**config.mk**
```make
export PLATFORM = sky130hd
export DESIGN_NAME = hbm_entry_client
export DESIGN_NICKNAME = d
export VERILOG_FILES = /design/src/hbm_pkg.sv /design/src/hbm_entry_client.sv
export VERILOG_INCLUDE_DIRS = /design/src
export SDC_FILE = /design/constraint.sdc
export NUM_CORES = 1
export LEC_CHECK = 0
export BUFFER_PORTS_ARGS = -buffer_cell sky130_fd_sc_hd__buf_4
export CAP_MARGIN = 10
export CORE_AREA = 2 2 348 350
export CTS_BUF_LIST = sky130_fd_sc_hd__clkbuf_16
export CTS_CLUSTER_DIAMETER = 200
export DETAILED_ROUTE_END_ITERATION = 8
export DIE_AREA = 0 0 350 352
export SLEW_MARGIN = 20
export SYNTH_ARGS = -nofsm -noshare
export SYNTH_HDL_FRONTEND = slang
export SYNTH_SLANG_ARGS = --single-unit
```
**constraint.sdc**
```tcl
create_clock -name axi3_if -period 19.8 [get_ports axi3_if]
set_clock_uncertainty 0.15 [all_clocks]
set_input_delay 2.97 -clock axi3_if [delete_from_list [all_inputs] [get_ports axi3_if]]
set_output_delay 2.97 -clock axi3_if [all_outputs]
set_load 0.01 [all_outputs]
```
**src/hbm_consts.svh**
```systemverilog
`ifndef HBM_CONSTS_SVH
`define HBM_CONSTS_SVH

// ========================================
// Channel geometry
// ========================================
`define HBM_ADDR_WID 33
`define HBM_BEAT_BYTES 32
`define HBM_ID_WID 6
`define HBM_ENTRY_BEATS 2

// Derived beat sizes
`define HBM_BEAT_WID (`HBM_BEAT_BYTES * 8)
`define HBM_BEAT_OFFS_WID ($clog2(`HBM_BEAT_BYTES))

// ========================================
// Entry store
// ========================================
`define HBM_DEPTH_ENTRIES 64
`define HBM_ENTRY_IDX_WID 6
`define HBM_ENTRY_WID (`HBM_ENTRY_BEATS * `HBM_BEAT_WID)
`define HBM_ENTRY_OFFS_WID ($clog2(`HBM_ENTRY_BEATS * `HBM_BEAT_BYTES))
`define HBM_DEPTH_ROWS (`HBM_DEPTH_ENTRIES * `HBM_ENTRY_BEATS)
`define HBM_ROW_WID ($clog2(`HBM_DEPTH_ROWS))

`endif

```
**src/hbm_pkg.sv**
```systemverilog
`default_nettype none

`include "hbm_consts.svh"

package hbm_pkg;

    // ========================================
    // Plain widths
    // ========================================
    typedef logic [`HBM_ADDR_WID-1:0]      hbm_addr_t;
    typedef logic [`HBM_BEAT_WID-1:0]      hbm_data_t;
    // Beat 0 sits in the low half
    typedef logic [`HBM_ENTRY_WID-1:0]     hbm_entry_t;
    typedef logic [`HBM_ID_WID-1:0]        hbm_id_t;
    typedef logic [`HBM_ENTRY_IDX_WID-1:0] entry_idx_t;

    // ========================================
    // Encodings
    // ========================================
    // The channel never fails, so only OKAY is ever returned
    typedef enum logic [1:0] {
        HBM_RESP_OKAY = 2'b00
    } hbm_resp_t;

    typedef enum logic {
        ENTRY_READ  = 1'b0,
        ENTRY_WRITE = 1'b1
    } entry_op_t;

    typedef enum logic [1:0] {
        CLIENT_IDLE,
        CLIENT_WR_BEAT1,
        CLIENT_WAIT_RESP,
        CLIENT_WAIT_READ
    } client_state_t;

    // ========================================
    // Bundles
    // ========================================
    typedef struct packed {
        entry_op_t  op;
        entry_idx_t index;
        hbm_id_t    tag;
        hbm_entry_t data;
    } entry_cmd_t;

    // Shared by write address and read address
    typedef struct packed {
        hbm_addr_t addr;
        hbm_id_t   id;
    } hbm_aw_t;

    typedef struct packed {
        hbm_data_t data;
        logic      last;
    } hbm_w_t;

    typedef struct packed {
        hbm_id_t   id;
        hbm_resp_t resp;
    } hbm_b_t;

    typedef struct packed {
        hbm_data_t data;
        hbm_id_t   id;
        hbm_resp_t resp;
        logic      last;
    } hbm_r_t;

endpackage

`default_nettype wire

```
**src/hbm_entry_client.sv**
```systemverilog
`timescale 1ns/10ps
`default_nettype none

`include "hbm_consts.svh"

module hbm_entry_client
    import hbm_pkg::*;
(
    input  wire             axi3_if,
    input  wire             rst,
    input  wire             cmd_valid,
    input  wire entry_cmd_t cmd,
    input  wire             b_valid,
    input  wire hbm_b_t     b,
    input  wire             r_last_seen,
    output logic            busy,
    output logic            aw_valid,
    output hbm_aw_t         aw,
    output logic            w_valid,
    output hbm_w_t          w,
    output logic            ar_valid,
    output hbm_aw_t         ar,
    output logic            wr_done,
    output hbm_id_t         wr_tag
);

    client_state_t state;
    client_state_t state_next;

    logic      start;
    logic      start_wr;
    logic      start_rd;
    logic      resp_seen;
    hbm_addr_t entry_addr;
    hbm_data_t beat1_q;

    assign start     = cmd_valid && (state == CLIENT_IDLE);
    assign start_wr  = start && (cmd.op == ENTRY_WRITE);
    assign start_rd  = start && (cmd.op == ENTRY_READ);
    assign resp_seen = b_valid && (state == CLIENT_WAIT_RESP);

    // Entry index times 64
    assign entry_addr = hbm_addr_t'({cmd.index, {`HBM_ENTRY_OFFS_WID{1'b0}}});

    // ========================================
    // FSM
    // ========================================
    always_comb begin
        state_next = state;
        case (state)
            CLIENT_IDLE: begin
                if (start_wr) begin
                    state_next = CLIENT_WR_BEAT1;
                end else if (start_rd) begin
                    state_next = CLIENT_WAIT_READ;
                end
            end
            CLIENT_WR_BEAT1: begin
                state_next = CLIENT_WAIT_RESP;
            end
            CLIENT_WAIT_RESP: begin
                if (b_valid) begin
                    state_next = CLIENT_IDLE;
                end
            end
            CLIENT_WAIT_READ: begin
                if (r_last_seen) begin
                    state_next = CLIENT_IDLE;
                end
            end
            default: begin
                state_next = CLIENT_IDLE;
            end
        endcase
    end

    always_ff @(posedge axi3_if) begin
        if (rst) begin
            state <= CLIENT_IDLE;
            busy  <= 1'b0;
        end else begin
            state <= state_next;
            // Lags the FSM by a cycle so it still covers the done pulse
            busy  <= (state != CLIENT_IDLE) || (state_next != CLIENT_IDLE);
        end
    end

    // ========================================
    // Channel strobes
    // ========================================
    always_ff @(posedge axi3_if) begin
        if (rst) begin
            aw_valid <= 1'b0;
            w_valid  <= 1'b0;
            ar_valid <= 1'b0;
            wr_done  <= 1'b0;
        end else begin
            aw_valid <= start_wr;
            w_valid  <= start_wr || (state == CLIENT_WR_BEAT1);
            ar_valid <= start_rd;
            wr_done  <= resp_seen;
        end
    end

    always_ff @(posedge axi3_if) begin
        if (start) begin
            aw.addr <= entry_addr;
            aw.id   <= cmd.tag;
            ar.addr <= entry_addr;
            ar.id   <= cmd.tag;
            // Upper half waits for the second beat
            beat1_q <= cmd.data[`HBM_ENTRY_WID-1:`HBM_BEAT_WID];
        end
        if (start_wr) begin
            w.data <= cmd.data[`HBM_BEAT_WID-1:0];
            w.last <= 1'b0;
        end else if (state == CLIENT_WR_BEAT1) begin
            w.data <= beat1_q;
            w.last <= 1'b1;
        end
        if (resp_seen) begin
            wr_tag <= b.id;
        end
    end

    // ========================================
    // Checks
    // ========================================
    a_no_cmd_while_busy: assert property (@(posedge axi3_if) disable iff (rst)
        cmd_valid |-> !busy)
        else $error("command issued while busy");

    a_b_when_waiting: assert property (@(posedge axi3_if) disable iff (rst)
        b_valid |-> (state == CLIENT_WAIT_RESP) && (b.resp == HBM_RESP_OKAY))
        else $error("unexpected write response");

endmodule

`default_nettype wire

```
After elaboration in Yosys (flattened, before gate mapping)

Cells that the tools add are included.

$add $sub $neg: 0
$mul: 0
Divide/modulo/power cells: 0
$lt $le $gt $ge: 0
Equality and inequality tests: 3
Shift operators: 0
Muxes and demuxes: 7
Bitwise gates (word level): 1
Reduce and logical (&&, ||, !) cells: 10

Operator list:

| kind                                                                   | count |
|---|---|
| 257-bit two-way mux                                                    | 2 |
| 2-bit two-way mux                                                      | 4 |
| 2-bit one-hot mux with 4 select lines                                  | 1 |
| 2-bit nonzero test                                                     | 3 |
| 2-bit equality test (second input constant)                            | 2 |
| 1-bit logical AND                                                      | 4 |
| 2-bit by 1-bit equality test with 1-bit output (second input constant) | 1 |
| 2-bit logical NOT                                                      | 1 |
| 1-bit logical OR                                                       | 2 |
| 1-bit inverter                                                         | 1 |

Bits in registers: 538
Bits in latches: 0
RAM bits: 0
Bits in read-only memories: 0
Bits of input ports: 538
Output and inout bits: 346
Logic and storage cells: 33
Memories kept: 0

Logic depth before layout (Yosys ltp)

Depth after elaboration: 8
Gate-level depth with buffers: 7
Gate-level depth less buffers: 4

Worst setup path after synthesis

No wires, ideal clock.

Path type: input -> register
Start point: input cmd_valid
End point: register w[100] in the netlist's numbering, enable pin
Setup time: 0.600 ns
Arrival: 14.302 ns
Required time: 19.050 ns
Path slack: 4.748 ns
Stages on the path: 4
Path buffers: 0
Path through: or3b_2 -> inv_1 -> a21oi_1 -> inv_1

Cells in the longest elaborated chain, start to end: 3

RTL lines:

| item                         | RTL line               | RTL |
|---|---|---|
| start, declared              | hbm_entry_client.sv:11 | `input wire cmd_valid,` |
| 1-bit logical AND            | hbm_entry_client.sv:37 | `assign start = cmd_valid && (state == CLIENT_IDLE);` |
| 1-bit logical AND            | hbm_entry_client.sv:38 | `assign start_wr = start && (cmd.op == ENTRY_WRITE);` |
| 2-bit nonzero test (no line) | n/a                    |  |
| end, declared                | hbm_entry_client.sv:20 | `output hbm_w_t w,` |

Every way passes these cells.
A chain may end at the register's enable or synchronous reset.

Final worst setup path

Start point: input cmd_valid
End point: register w[222] in the netlist's numbering, enable pin

Same word-level chain as after synthesis.

==> reports/qor.txt <==
Yosys Warn Count: 0
largest net degree at the start of global routing: 89
Hold WC Path Type: reg -> reg
worst path arrival time: 6450 ps
crit path capture type: register
FILL cells: 12370
fin util: 24.20%
R2R cell count: 6
Area growth syn-to-layout: 49.86%
sequential fraction of design power: 49.9%
DRC: 0
Die W: 350 µm
Final min period: 6370 ps
number of buffers added on ports: 827
Detail Route Antenna Nets: 0
count of pins over their slew limit: 0
gr busiest metal: met2
Avg Inst Size Synth: 20.44 µm²
Placed Area: 27010 µm²
final instance area: 28880 µm²
vias: 12080
Int Pwr: 2.177 mW
sw frac: 23.70%
clk sinks: 538
Initial Util: 16.15%
distinct cell type count after synthesis: 20
root buffer cell: clkbuf_16
post-route setup slack: 13430 ps
CTS HTree Levels: 2
Iter 0 DRT Violations: 762
Slew @ Worst Pin: 955.0 ps
CORE AREA: 119300 µm²
Min-Delay Endpoint: w[0]$_SDFFE_PP0P_
sw power: 0.6762 mW
# setup viols final: 0
max incr delay on CP: 810 ps
Global Route met1 Usage: 12.01%
most frequent cell on the critical path: buf_4
status: completed
Layout Nets: 2311
Pwr per Cell Area: 98.79 nW/µm²
fin crit share: 32.17%
FF+latch count, synth: 538
Fin. Hold Viols: 0
global-route wire length before repair: 89780 µm
sequential share of the synthesized area: 83.41%
Hold-fix buffers, CTS: 0
total die area: 123200 µm²
Syn Inst Count: 943
total power: 2.853 mW
Reg area: 16080 µm²
DRT Wirelength: 66440 µm
CP Class: in -> reg
CTS Buf Count: 59
delay-heaviest family, CP: buffers and inverters
WL/cell: 19.35 µm
Worst slew margin: 36.33%
Overflow after GRT: 0
antenna violations before repair: 20
CP Buf/Inv Count: 5
fin cells: 3433
Hold Worst Slack: 331.0 ps
worst-case clock buffer depth: 3
M2 GR Usage: 16.48%
CP max stage cell: buf_4
height of the die: 352 µm
number of global-route vias before repair: 12440
reg-to-reg setup timing slack: 15390 ps
TNS Setup: 0 ps
multi-input logic area: 2577 µm²
Critical Path RT: 19880 ps
clock-pin slew on the worst setup and hold paths: 60 ps
GPL Wtd Cong: 0.7976
CTS tree: done
Hold Path Origin: w[0]$_SDFFE_PP0P_
RSZ-0062 raised after global routing: false
r2r endpoint: w[222]$_DFFE_PP_
Comb pwr share: 12.5%
Clock power frac: 37.6%
worst slack at placement: 12620 ps
vias per cell: 3.519
1st-pass router iterations: 8
placed cell count: 3324
# IOs: 884
HPWL after detailed placement: 50350 µm
GRT Overall Usage: 10.21%
CP Cell Sequence: buf_4 > or3b_2 > inv_8 > a21oi_1 > inv_8 > buf_4 > buf_4
Post CTS Setup Buffer Count: 0
worst r2r src: state[0]$_SDFF_PP0_
synthesized area: 19270 µm²
FP Rows: 127
Peak Freq: 157.0 MHz
met3 Use GR: 4.705%
post-CTS sizing: 0
Worst setup SP type: input pin
crit path max fanout: 88
worst vdd ir: 0.06592 mV
Clk Latency, worst-skew pair: 620 ps
MaxCap Viol Count: 0
share of cells above drive strength 1: 51.24%
leak pwr: 11.36 nW
Worst Hold Depth: 2
[worst reg2reg max path, cell delays in order (launching register included)]
cell and delay (ps):
dfxtp_1 410, or3b_2 600, inv_8 480, a21oi_1 310, inv_8 400, buf_4 680
buf_4 880
[logic make-up (layout without fill, tap and decap cells)]
group	Yosys count	in the layout	share of synthesized area (%)
AOI/OAI and AO/OA	260	260	11.75
other	1	56	0.01946
and+or+nand+nor	17	17	0.5324
DFF	538	538	83.41
buffers and inverters	127	950	4.291
[cell usage after synthesis]
master	number	area, µm²
edfxtp_1	530	15920
dfxtp_1	8	160.2
nor2_1	5	18.77
or3b_2	1	8.760
inv_1	2	7.510
nand3b_1	1	7.510
nor3_2	1	10.01
clkbuf_1	1	3.750
nor4_1	1	6.260
o21bai_1	1	7.510
nor3_4	1	16.27
nor3_1	2	10.01
nor3b_1	1	7.510
buf_4	78	585.6
a21oi_1	3	15.01
nor2b_1	1	6.260
buf_2	46	230.2
a22o_1	256	2242
conb_1	1	3.750
nand2_1	3	11.26
[power groups by stage]
stage          clock (mW)  combinational [mW]  sequential [mW]
6_report             1.07               0.356             1.43
5_1_grt              1.15               0.382             1.43
4_1_cts              1.11               0.362             1.43
3_5_place_dp            0               0.362             1.45
3_3_place_gp            0               0.357             1.45
2_1_floorplan           0               0.117             1.49
[flip-flops by register name, indices dropped and copies added (netlist names)]
register and cells:
ar_valid 1, w_valid 1, state 2, beat1_q 256, wr_tag 6, wr_done 1, w 257, aw 6
busy 1, aw_valid 1, ar 6
[worst max-delay path by stage]
stage | startpoint | to | slack [ps] | cells past startpoint
2_1_floorplan | cmd_valid | w[100]$_DFFE_PP_ | 4750 | 4
3_3_place_gp | cmd_valid | w[212]$_DFFE_PP_ | 12670 | 7
3_5_place_dp | cmd_valid | w[222]$_DFFE_PP_ | 12620 | 7
4_1_cts | cmd_valid | w[219]$_DFFE_PP_ | 13310 | 7
5_1_grt | cmd_valid | w[219]$_DFFE_PP_ | 13100 | 7
6_report | cmd_valid | w[222]$_DFFE_PP_ | 13430 | 7
[placed cells by master, fill, tap and decap left out]
| cell | n |
|---|---|
| buf_4 | 841 |
| nor4_1 | 1 |
| o21bai_1 | 1 |
| nor3_4 | 1 |
| clkinv_2 | 14 |
| bufinv_16 | 5 |
| nor3b_1 | 1 |
| dfxtp_1 | 8 |
| a22o_1 | 256 |
| nor3_2 | 1 |
| nand3b_1 | 1 |
| diode_2 | 2 |
| nand2_1 | 3 |
| nor2_1 | 5 |
| nor2b_4 | 1 |
| nor3_1 | 2 |
| inv_1 | 14 |
| or3b_2 | 1 |
| edfxtp_1 | 530 |
| inv_6 | 1 |
| clkbuf_16 | 61 |
| clkinvlp_4 | 1 |
| inv_8 | 2 |
| a21oi_1 | 3 |
| clkinv_4 | 3 |
| clkinv_1 | 8 |
| conb_1 | 54 |
[metal layers]
layer | share of wire [%] | routed length [µm] | vias to the layer above
li1 | - | - | 5447
met2 | 47 | 31130 | 586
met3 | 12 | 7826 | 94
met1 | 39 | 25810 | 5933
met5 | 0.25 | 168 | -
met4 | 2.3 | 1505 | 22
[layout make-up]
class	count	share of cell area, %
clock inverter	46	1.196
multi-input combinational	331	8.924
clock buffer	61	5.285
antenna	2	0.01733
sequential	538	55.66
inverter	2	0.07798
timing repair buffer	841	21.86
tap	1612	6.983
(Power assumes the default switching activity.)
