$ cat src/hbm_consts.svh
`ifndef HBM_CONSTS_SVH
`define HBM_CONSTS_SVH

// ========================================
// Channel geometry
// ========================================
`define HBM_ADDR_WID 33
`define HBM_BEAT_BYTES 32
`define HBM_ID_WID 6
`define HBM_ENTRY_BEATS 2

// Derived beat sizes
`define HBM_BEAT_WID (`HBM_BEAT_BYTES * 8)
`define HBM_BEAT_OFFS_WID ($clog2(`HBM_BEAT_BYTES))

// ========================================
// Entry store
// ========================================
`define HBM_DEPTH_ENTRIES 64
`define HBM_ENTRY_IDX_WID 6
`define HBM_ENTRY_WID (`HBM_ENTRY_BEATS * `HBM_BEAT_WID)
`define HBM_ENTRY_OFFS_WID ($clog2(`HBM_ENTRY_BEATS * `HBM_BEAT_BYTES))
`define HBM_DEPTH_ROWS (`HBM_DEPTH_ENTRIES * `HBM_ENTRY_BEATS)
`define HBM_ROW_WID ($clog2(`HBM_DEPTH_ROWS))

`endif

$ cat src/hbm_pkg.sv
`default_nettype none

`include "hbm_consts.svh"

package hbm_pkg;

    // ========================================
    // Plain widths
    // ========================================
    typedef logic [`HBM_ADDR_WID-1:0]      hbm_addr_t;
    typedef logic [`HBM_BEAT_WID-1:0]      hbm_data_t;
    // Beat 0 sits in the low half
    typedef logic [`HBM_ENTRY_WID-1:0]     hbm_entry_t;
    typedef logic [`HBM_ID_WID-1:0]        hbm_id_t;
    typedef logic [`HBM_ENTRY_IDX_WID-1:0] entry_idx_t;

    // ========================================
    // Encodings
    // ========================================
    // The channel never fails, so only OKAY is ever returned
    typedef enum logic [1:0] {
        HBM_RESP_OKAY = 2'b00
    } hbm_resp_t;

    typedef enum logic {
        ENTRY_READ  = 1'b0,
        ENTRY_WRITE = 1'b1
    } entry_op_t;

    typedef enum logic [1:0] {
        CLIENT_IDLE,
        CLIENT_WR_BEAT1,
        CLIENT_WAIT_RESP,
        CLIENT_WAIT_READ
    } client_state_t;

    // ========================================
    // Bundles
    // ========================================
    typedef struct packed {
        entry_op_t  op;
        entry_idx_t index;
        hbm_id_t    tag;
        hbm_entry_t data;
    } entry_cmd_t;

    // Shared by write address and read address
    typedef struct packed {
        hbm_addr_t addr;
        hbm_id_t   id;
    } hbm_aw_t;

    typedef struct packed {
        hbm_data_t data;
        logic      last;
    } hbm_w_t;

    typedef struct packed {
        hbm_id_t   id;
        hbm_resp_t resp;
    } hbm_b_t;

    typedef struct packed {
        hbm_data_t data;
        hbm_id_t   id;
        hbm_resp_t resp;
        logic      last;
    } hbm_r_t;

endpackage

`default_nettype wire

$ cat src/hbm_read_assembler.sv
`timescale 1ns/10ps
`default_nettype none

`include "hbm_consts.svh"

module hbm_read_assembler
    import hbm_pkg::*;
(
    input  wire         axi3_if,
    input  wire         rst,
    input  wire         r_valid,
    input  wire hbm_r_t r,
    output logic        rd_valid,
    output hbm_entry_t  rd_entry,
    output hbm_id_t     rd_tag
);

    hbm_data_t beat0_q;
    logic      first_beat;
    logic      last_beat;

    assign first_beat = r_valid && !r.last;
    assign last_beat  = r_valid && r.last;

    // ========================================
    // Beat capture
    // ========================================
    always_ff @(posedge axi3_if) begin
        if (first_beat) begin
            beat0_q <= r.data;
        end
    end

    always_ff @(posedge axi3_if) begin
        if (rst) begin
            rd_valid <= 1'b0;
        end else begin
            rd_valid <= last_beat;
        end
    end

    // Beat 0 in the low half
    always_ff @(posedge axi3_if) begin
        if (last_beat) begin
            rd_entry <= {r.data, beat0_q};
            rd_tag   <= r.id;
        end
    end

    // ========================================
    // Checks
    // ========================================
    // Both beats of a burst carry the same id
    a_same_id: assert property (@(posedge axi3_if) disable iff (rst)
        first_beat |=> last_beat && (r.id == $past(r.id)))
        else $error("read burst id changed between beats");

endmodule

`default_nettype wire

$ cat config.mk
export PLATFORM = sky130hd
export DESIGN_NAME = hbm_read_assembler
export DESIGN_NICKNAME = d
export VERILOG_FILES = /design/src/hbm_pkg.sv /design/src/hbm_read_assembler.sv
export VERILOG_INCLUDE_DIRS = /design/src
export SDC_FILE = /design/constraint.sdc
export NUM_CORES = 1
export LEC_CHECK = 0
export BUFFER_PORTS_ARGS = -buffer_cell sky130_fd_sc_hd__buf_2
export CAP_MARGIN = 10
export CORE_AREA = 10 10 296 298
export CTS_BUF_LIST = sky130_fd_sc_hd__clkbuf_4
export DETAILED_ROUTE_END_ITERATION = 12
export DIE_AREA = 0 0 306 308
export GPL_TIMING_DRIVEN = 0
export PLACE_DENSITY = 0.55
export SYNTH_ARGS = -nofsm -noshare
export SYNTH_HDL_FRONTEND = slang
export SYNTH_SLANG_ARGS = --single-unit
$ cat constraint.sdc
create_clock -name axi3_if -period 10.3 [get_ports axi3_if]
set_clock_uncertainty 0.1 [all_clocks]
set_input_delay 2.06 -clock axi3_if [delete_from_list [all_inputs] [get_ports axi3_if]]
set_output_delay 2.06 -clock axi3_if [all_outputs]
set_load 0.1 [all_outputs]
## Word-level counts from Yosys, hierarchy flattened

Index checks and enable logic that the tools add are counted.

| cells by class | value |
|---|---|
| reductions and logical operators | 3 |

Operators by type and width:

| operator | count |
|---|---|
| 1-bit logical AND | 2 |
| 1-bit logical NOT | 1 |

| storage, ports and cells | value |
|---|---|
| flip-flop bits (word level) | 775 |
| logic and storage cells | 7 |

## Logic depth before layout (Yosys ltp)

Gate-level depths: netlist of run 1.

| depth | value |
|---|---|
| depth in word-level cells | 2 |
| gate-level depth with buffers | 1 |
| depth with buffers taken out | 1 |

## Worst setup path before layout of run 1

No wires, ideal clock.

| path | value |
|---|---|
| path type | input -> register |
| from | input port r[0] (netlist name) |
| to | register rd_entry[0] (enable) |
| arrival time | 8.191 ns |
| stages on the path | 1 |
| path buffers | 0 |
| slack | 1.343 ns |
| setup time | 0.665 ns |
| cell sequence | and2_2 |

| between the ends | value |
|---|---|
| cells in the longest elaborated chain, start to end | 1 |

Ends and longest elaborated chain:

| what | RTL line | source |
|---|---|---|
| from (decl) | hbm_read_assembler.sv:12 | `input wire hbm_r_t r,` |
| 1-bit logical AND | hbm_read_assembler.sv:23 | `assign last_beat = r_valid && r.last;` |
| to (signal assigned) | hbm_read_assembler.sv:45 | `rd_entry <= {r.data, beat0_q};` |
| to (decl) | hbm_read_assembler.sv:14 | `output hbm_entry_t rd_entry,` |

No other way between the ends.
A chain may end at the register's enable or synchronous reset.

## Worst setup path after layout of run 1

| path | value |
|---|---|
| from | register rd_entry[213] |
| to | output port rd_entry[213] |

No word-level cell between the ends.

==> results of run 1 <==
==> cell type report <==
| cell class | instances | area, um^2 |
|---|---|---|
| repair buffers | 795 | 4227 |
| multi-input cells | 3 | 28.78 |
| clock buffers | 271 | 2034 |
| well taps | 1070 | 1339 |
| diodes | 6 | 15.01 |
| flip-flops and latches | 775 | 23260 |
| clock inverters | 58 | 410.4 |
| fillers | 7495 | 50270 |
==> cell usage after synthesis <==
library cell    n
edfxtp_1      774
and2_2          1
and2b_2         1
and3b_2         1
dfxtp_1         1
==> logic make-up after synthesis <==
kind of cell / Yosys count
AND/OR/NAND/NOR: 3
flip-flops: 775
==> how the worst max path moves through the flow <==
stage	start	to	slack, ns	cells past startpoint
global route	rd_entry[349]	rd_entry[349]	6.09	1
CTS	rd_entry[349]	rd_entry[349]	6.02	1
floorplan	r[0]	rd_entry[0]	1.34	1
global placement	r_valid	rd_entry[505]	-1.26	2
detailed placement	r[0]	rd_entry[203]	5.73	5
finish	rd_entry[213]	rd_entry[213]	6.32	1
==> state kept, by name, summed over array words and instances, names as in the netlist <==
| name | count |
|---|---|
| beat0_q | 256 |
| rd_tag | 6 |
| rd_entry | 512 |
| rd_valid | 1 |
==> layout by cell type (no fill, tap or decap), drive strengths merged <==
cell / count
clkbuf: 271
inv: 6
edfxtp: 774
bufinv: 5
dfxtp: 1
and2: 1
and3b: 1
diode: 6
buf: 795
clkinv: 46
and2b: 1
clkinvlp: 1
==> routing by layer <==
metal  vias up  track usage
li1       5335            -
met1      5787       0.1214
met2       609       0.2243
met3       107      0.05797
met4         2      0.06192
met5         -            0
==> power by group <==
group          total, uW  internal [uW]  leakage (uW)  switching [uW]
clock network       2520           1340       0.00145            1180
registers           3720           3680       0.00727            43.3
logic                989            111       0.00323             878
==> stage by stage <==
stage	utilization	TNS, ns
finish	0.3839	0
global route	0.3838	0
CTS	0.3837	0
detailed placement	0.3537	0
global placement	0.3500	-600.25
floorplan	-	0
==> reports/qor.yml, run 1 <==
worst_ep_required_time_ns: 8.14
hold_start: "beat0_q[105]"
rows: 105
critPathLaunchType: "flop"
synthTopCellsByArea: "edfxtp_1 (100%), dfxtp_1 (0.086%), and3b_2 (0.043%)"
yosysTopAreaCellShare: 0.9980
worst_ep_arrival_time_ns: 1.82
ys_ff_latch: 775
crit_path_cell_trace: "buf_2"
yosys.area_share.simple: 0.001128
vias: 11840
critPathMaxFanout: 1
synth-xor-area-share: 0
leakage_uw: 0.01196
crit_slowest_cell: "buf_2"
worst_pin_slew_ns: 0.7966
yosysSeqAreaShare: 0.9989
rsz0062_at_grt: "no"
p_total_uw: 7224
drt_iter0_drc: 709
grt_antenna_before_repair: 13
drt-met1-wl_um: 20560
grt.total_usage: 0.1258
whs_endpoint: "rd_entry[105]"
routedWlPerCell_um: 20.76
syn_nets: 1046
post_cts_resized: 0
period_share: 0.3869
finalHoldViolCount: 0
grt_max_degree: 78
r2r_end: "rd_entry[162]"
routed.top_layer: "met5"
area.growth.synth_to_final_pct: 34.47
path_buf_inv: 1
synthAdderAreaFrac: 0
routed_wl_um: 61820
synth_top_family_by_area: "simple AND/OR/NAND/NOR gates"
grt_pass1_vias: 13020
finalWorstSetupSlack_ns: 6.315
syn_inst: 778
r2r_cells: 0
synthMuxAreaShare: 0
io_buffers: 784
hold_depth: 0
cp_top_family: "buffers and inverters"
holdWs_ns: 0.2744
pin_count: 787
clk_pin_slew_ns: 0.06
slew_headroom: 0.4689
fmax_mhz: 251.0
final_cells: 2978
cts_buffer_depth: 3
grt-ovfl-total: 0
cts_setup_buffers: 0
p_per_area_nw_per_um2: 230.7
grt_pass1_wl_um: 86600
yosysWarnings: 0
clock-root-buffer: "clkbuf_4"
place_ws_ns: 5.734
dr_wl_met2_um: 33370
syn_area_um2: 23290
placed_cell_area_um2: 28860
period_needed_ns: 3.985
cts_tree: "yes"
dp_hpwl_um: 46120
ant_nets: 0
dpl.cell_count: 2643
die_area_um2: 94250
yosysTopAreaCell: "edfxtp_1"
fin_nets: 2036
cap_violations: 0
r2r_slack_ns: 9.41
core_um2: 81580
initial_core_util: 0.2855
slew_violations: 0
max_stage_delay_ns: 0.46
crit_path_end_kind: "primary output"
numCtsBuffers: 193
fin_area_um2: 31320
setup_viol: 0
clkLatencyLatePin_ns: 0.95
crit_type: "flop to primary output"
r2r-start: "beat0_q[162]"
syn_area_per_cell_um2: 29.93
drc: 0
globalplace.congestion: 0.7897
synth.distinct_cells: 5
wl_met3_um: 6089
fp.dieW_um: 306
die_h_um: 308
firstDrtPassIters: 4
synth-compound-area-share: 0
drive_above_1_share: 0.5752
clock-sinks: 775
ir_worst_vdd_mv: 0.1320
vias_per_cell: 3.976
hp-class: "flop to flop"
cts_max_level: 4
hold_buffers: 0
status: "finished clean"
Note: power is estimated with default switching activity, not from simulation.
==> run 2: changes to the inputs <==
--- a/config.mk
+++ b/config.mk
@@ -8,10 +8,10 @@
 export LEC_CHECK = 0
 export BUFFER_PORTS_ARGS = -buffer_cell sky130_fd_sc_hd__buf_2
 export CAP_MARGIN = 10
-export CORE_AREA = 10 10 296 298
+export CORE_AREA = 10 10 302 304
 export CTS_BUF_LIST = sky130_fd_sc_hd__clkbuf_4
 export DETAILED_ROUTE_END_ITERATION = 12
-export DIE_AREA = 0 0 306 308
+export DIE_AREA = 0 0 312 314
 export GPL_TIMING_DRIVEN = 0
 export PLACE_DENSITY = 0.55
 export SYNTH_ARGS = -nofsm -noshare
==> constraint.sdc (replaced) <==
create_clock -name axi3_if -period 3.2 [get_ports axi3_if]
set_clock_uncertainty 0.1 [all_clocks]
set_input_delay 0.64 -clock axi3_if [delete_from_list [all_inputs] [get_ports axi3_if]]
set_output_delay 0.64 -clock axi3_if [all_outputs]
set_load 0.1 [all_outputs]
==> reports/qor.yml, run 2 (same netlist as run 1, synthesis figures left out) <==
clock-root-buffer: "clkbuf_4"
place_ws_ns: -0.2192
tns_ns: 0
period_share: 0.9290
die_area_um2: 97970
fin_nets: 2298
max_stage_delay_ns: 0.58
leakage_uw: 0.01299
drive_above_1_share: 0.5028
vias: 12894
crit_slowest_cell: "and2_4"
drc: 0
clkLatencyLatePin_ns: 1.03
io_buffers: 784
status: "finished clean"
hold_buffers: 264
pin_count: 787
clk_pin_slew_ns: 0.08
setup_viol: 0
dp_hpwl_um: 43490
rsz0062_at_grt: "no"
slew_violations: 0
p_per_area_nw_per_um2: 683.9
area.growth.synth_to_final_pct: 45.73
largest_reg_flops: 512
crit_path_end_kind: "flop"
cp_top_family: "buffers and inverters"
ir_worst_vdd_mv: 0.4444
crit_type: "input pin to flop"
cts_buffer_depth: 3
fp.dieW_um: 312
layout_common_cells: "buf_2 (784), edfxtp_1 (774), clkbuf_4 (265)"
cts_setup_buffers: 0
finalHoldViolCount: 0
firstDrtPassIters: 4
worst_ep_required_time_ns: 3.73
vias_per_cell: 3.893
finalWorstSetupSlack_ns: 0.2271
drt_iter0_drc: 612
routedWlPerCell_um: 18.78
fin_util: 0.3998
cts_tree: "yes"
numCtsBuffers: 191
critPathMaxFanout: 74
grt_pass1_wl_um: 89800
critPathLaunchType: "input pin"
cts_max_level: 4
clock-sinks: 775
routed_wl_um: 62200
fmax_mhz: 336.4
final_common_cell: "buf_2"
slew_headroom: 0.4713
hp-class: "input pin to flop"
post_cts_resized: 0
grt_antenna_before_repair: 12
grt_max_degree: 78
grt.total_usage: 0.1219
grt-ovfl-total: 0
initial_core_util: 0.2744
grt_pass1_vias: 14276
regMostFlops: "rd_entry"
core_um2: 84880
worst_ep_arrival_time_ns: 3.50
reg.largest.list: "rd_entry (512), beat0_q (256), rd_tag (6)"
ant_nets: 0
r2r_slack_ns: 2.30
path_buf_inv: 6
die_h_um: 314
cpMostUsedCell: "buf_16"
cap_violations: 0
worst_pin_slew_ns: 0.7930
crit_path_cell_trace: "dlygate4sd3_1, buf_2, and2_4, buf_16, buf_16, buf_16, buf_16"
period_needed_ns: 2.973
rows: 107
globalplace.congestion: 0.8007
==> run 2: cell count changes in the layout (fill, tap and decap cells not counted), sizes merged <==
cell	change
clkinv	+2
clkinvlp	+1
bufinv	-3
clkbuf	-6
diode	+2
dlygate4sd3	+264
==> run 2: layout make-up <==
type | count | area (um^2)
tap | 1144 | 1431
multi-input combinational | 3 | 28.78
timing repair buffer | 1059 | 6869
sequential | 775 | 23260
fill | 7737 | 50940
clock buffer | 265 | 1989
clock inverter | 58 | 336.6
antenna | 8 | 20.02
==> run 2: metrics by stage <==
stage                     std cells  power [uW]  hold WS, ns  cell area [um^2]
after floorplan                 778       14690       0.3003             23290
after global placement         2706       15370       0.3004             28650
after detailed placement       2717       15390       0.3045             28950
after CTS                      3304       23570      0.04333             33920
after global routing           3310       24250      0.08846             33930
final                          3312       23210       0.2137             33940
==> run 2: worst paths after layout <==
path                start  cells past startpoint             to
max                  r[0]                      7  rd_entry[183]
min reg2reg   beat0_q[38]                      0   rd_entry[38]
max reg2reg  beat0_q[214]                      0  rd_entry[214]
min               r_valid                      2  rd_entry[470]
==> run 2: layer usage <==
layer	vias to the layer above	part of all wire	GRT usage
met5	-	0.00063	0
met4	6	0.030	0.05678
met3	120	0.099	0.06057
met2	625	0.53	0.2162
met1	6284	0.34	0.1173
li1	5859	-	-
==> run 2: power by group <==
part	internal (uW)	switching (uW)
Clock	3990	3810
Sequential	11800	137
Combinational	568	2870
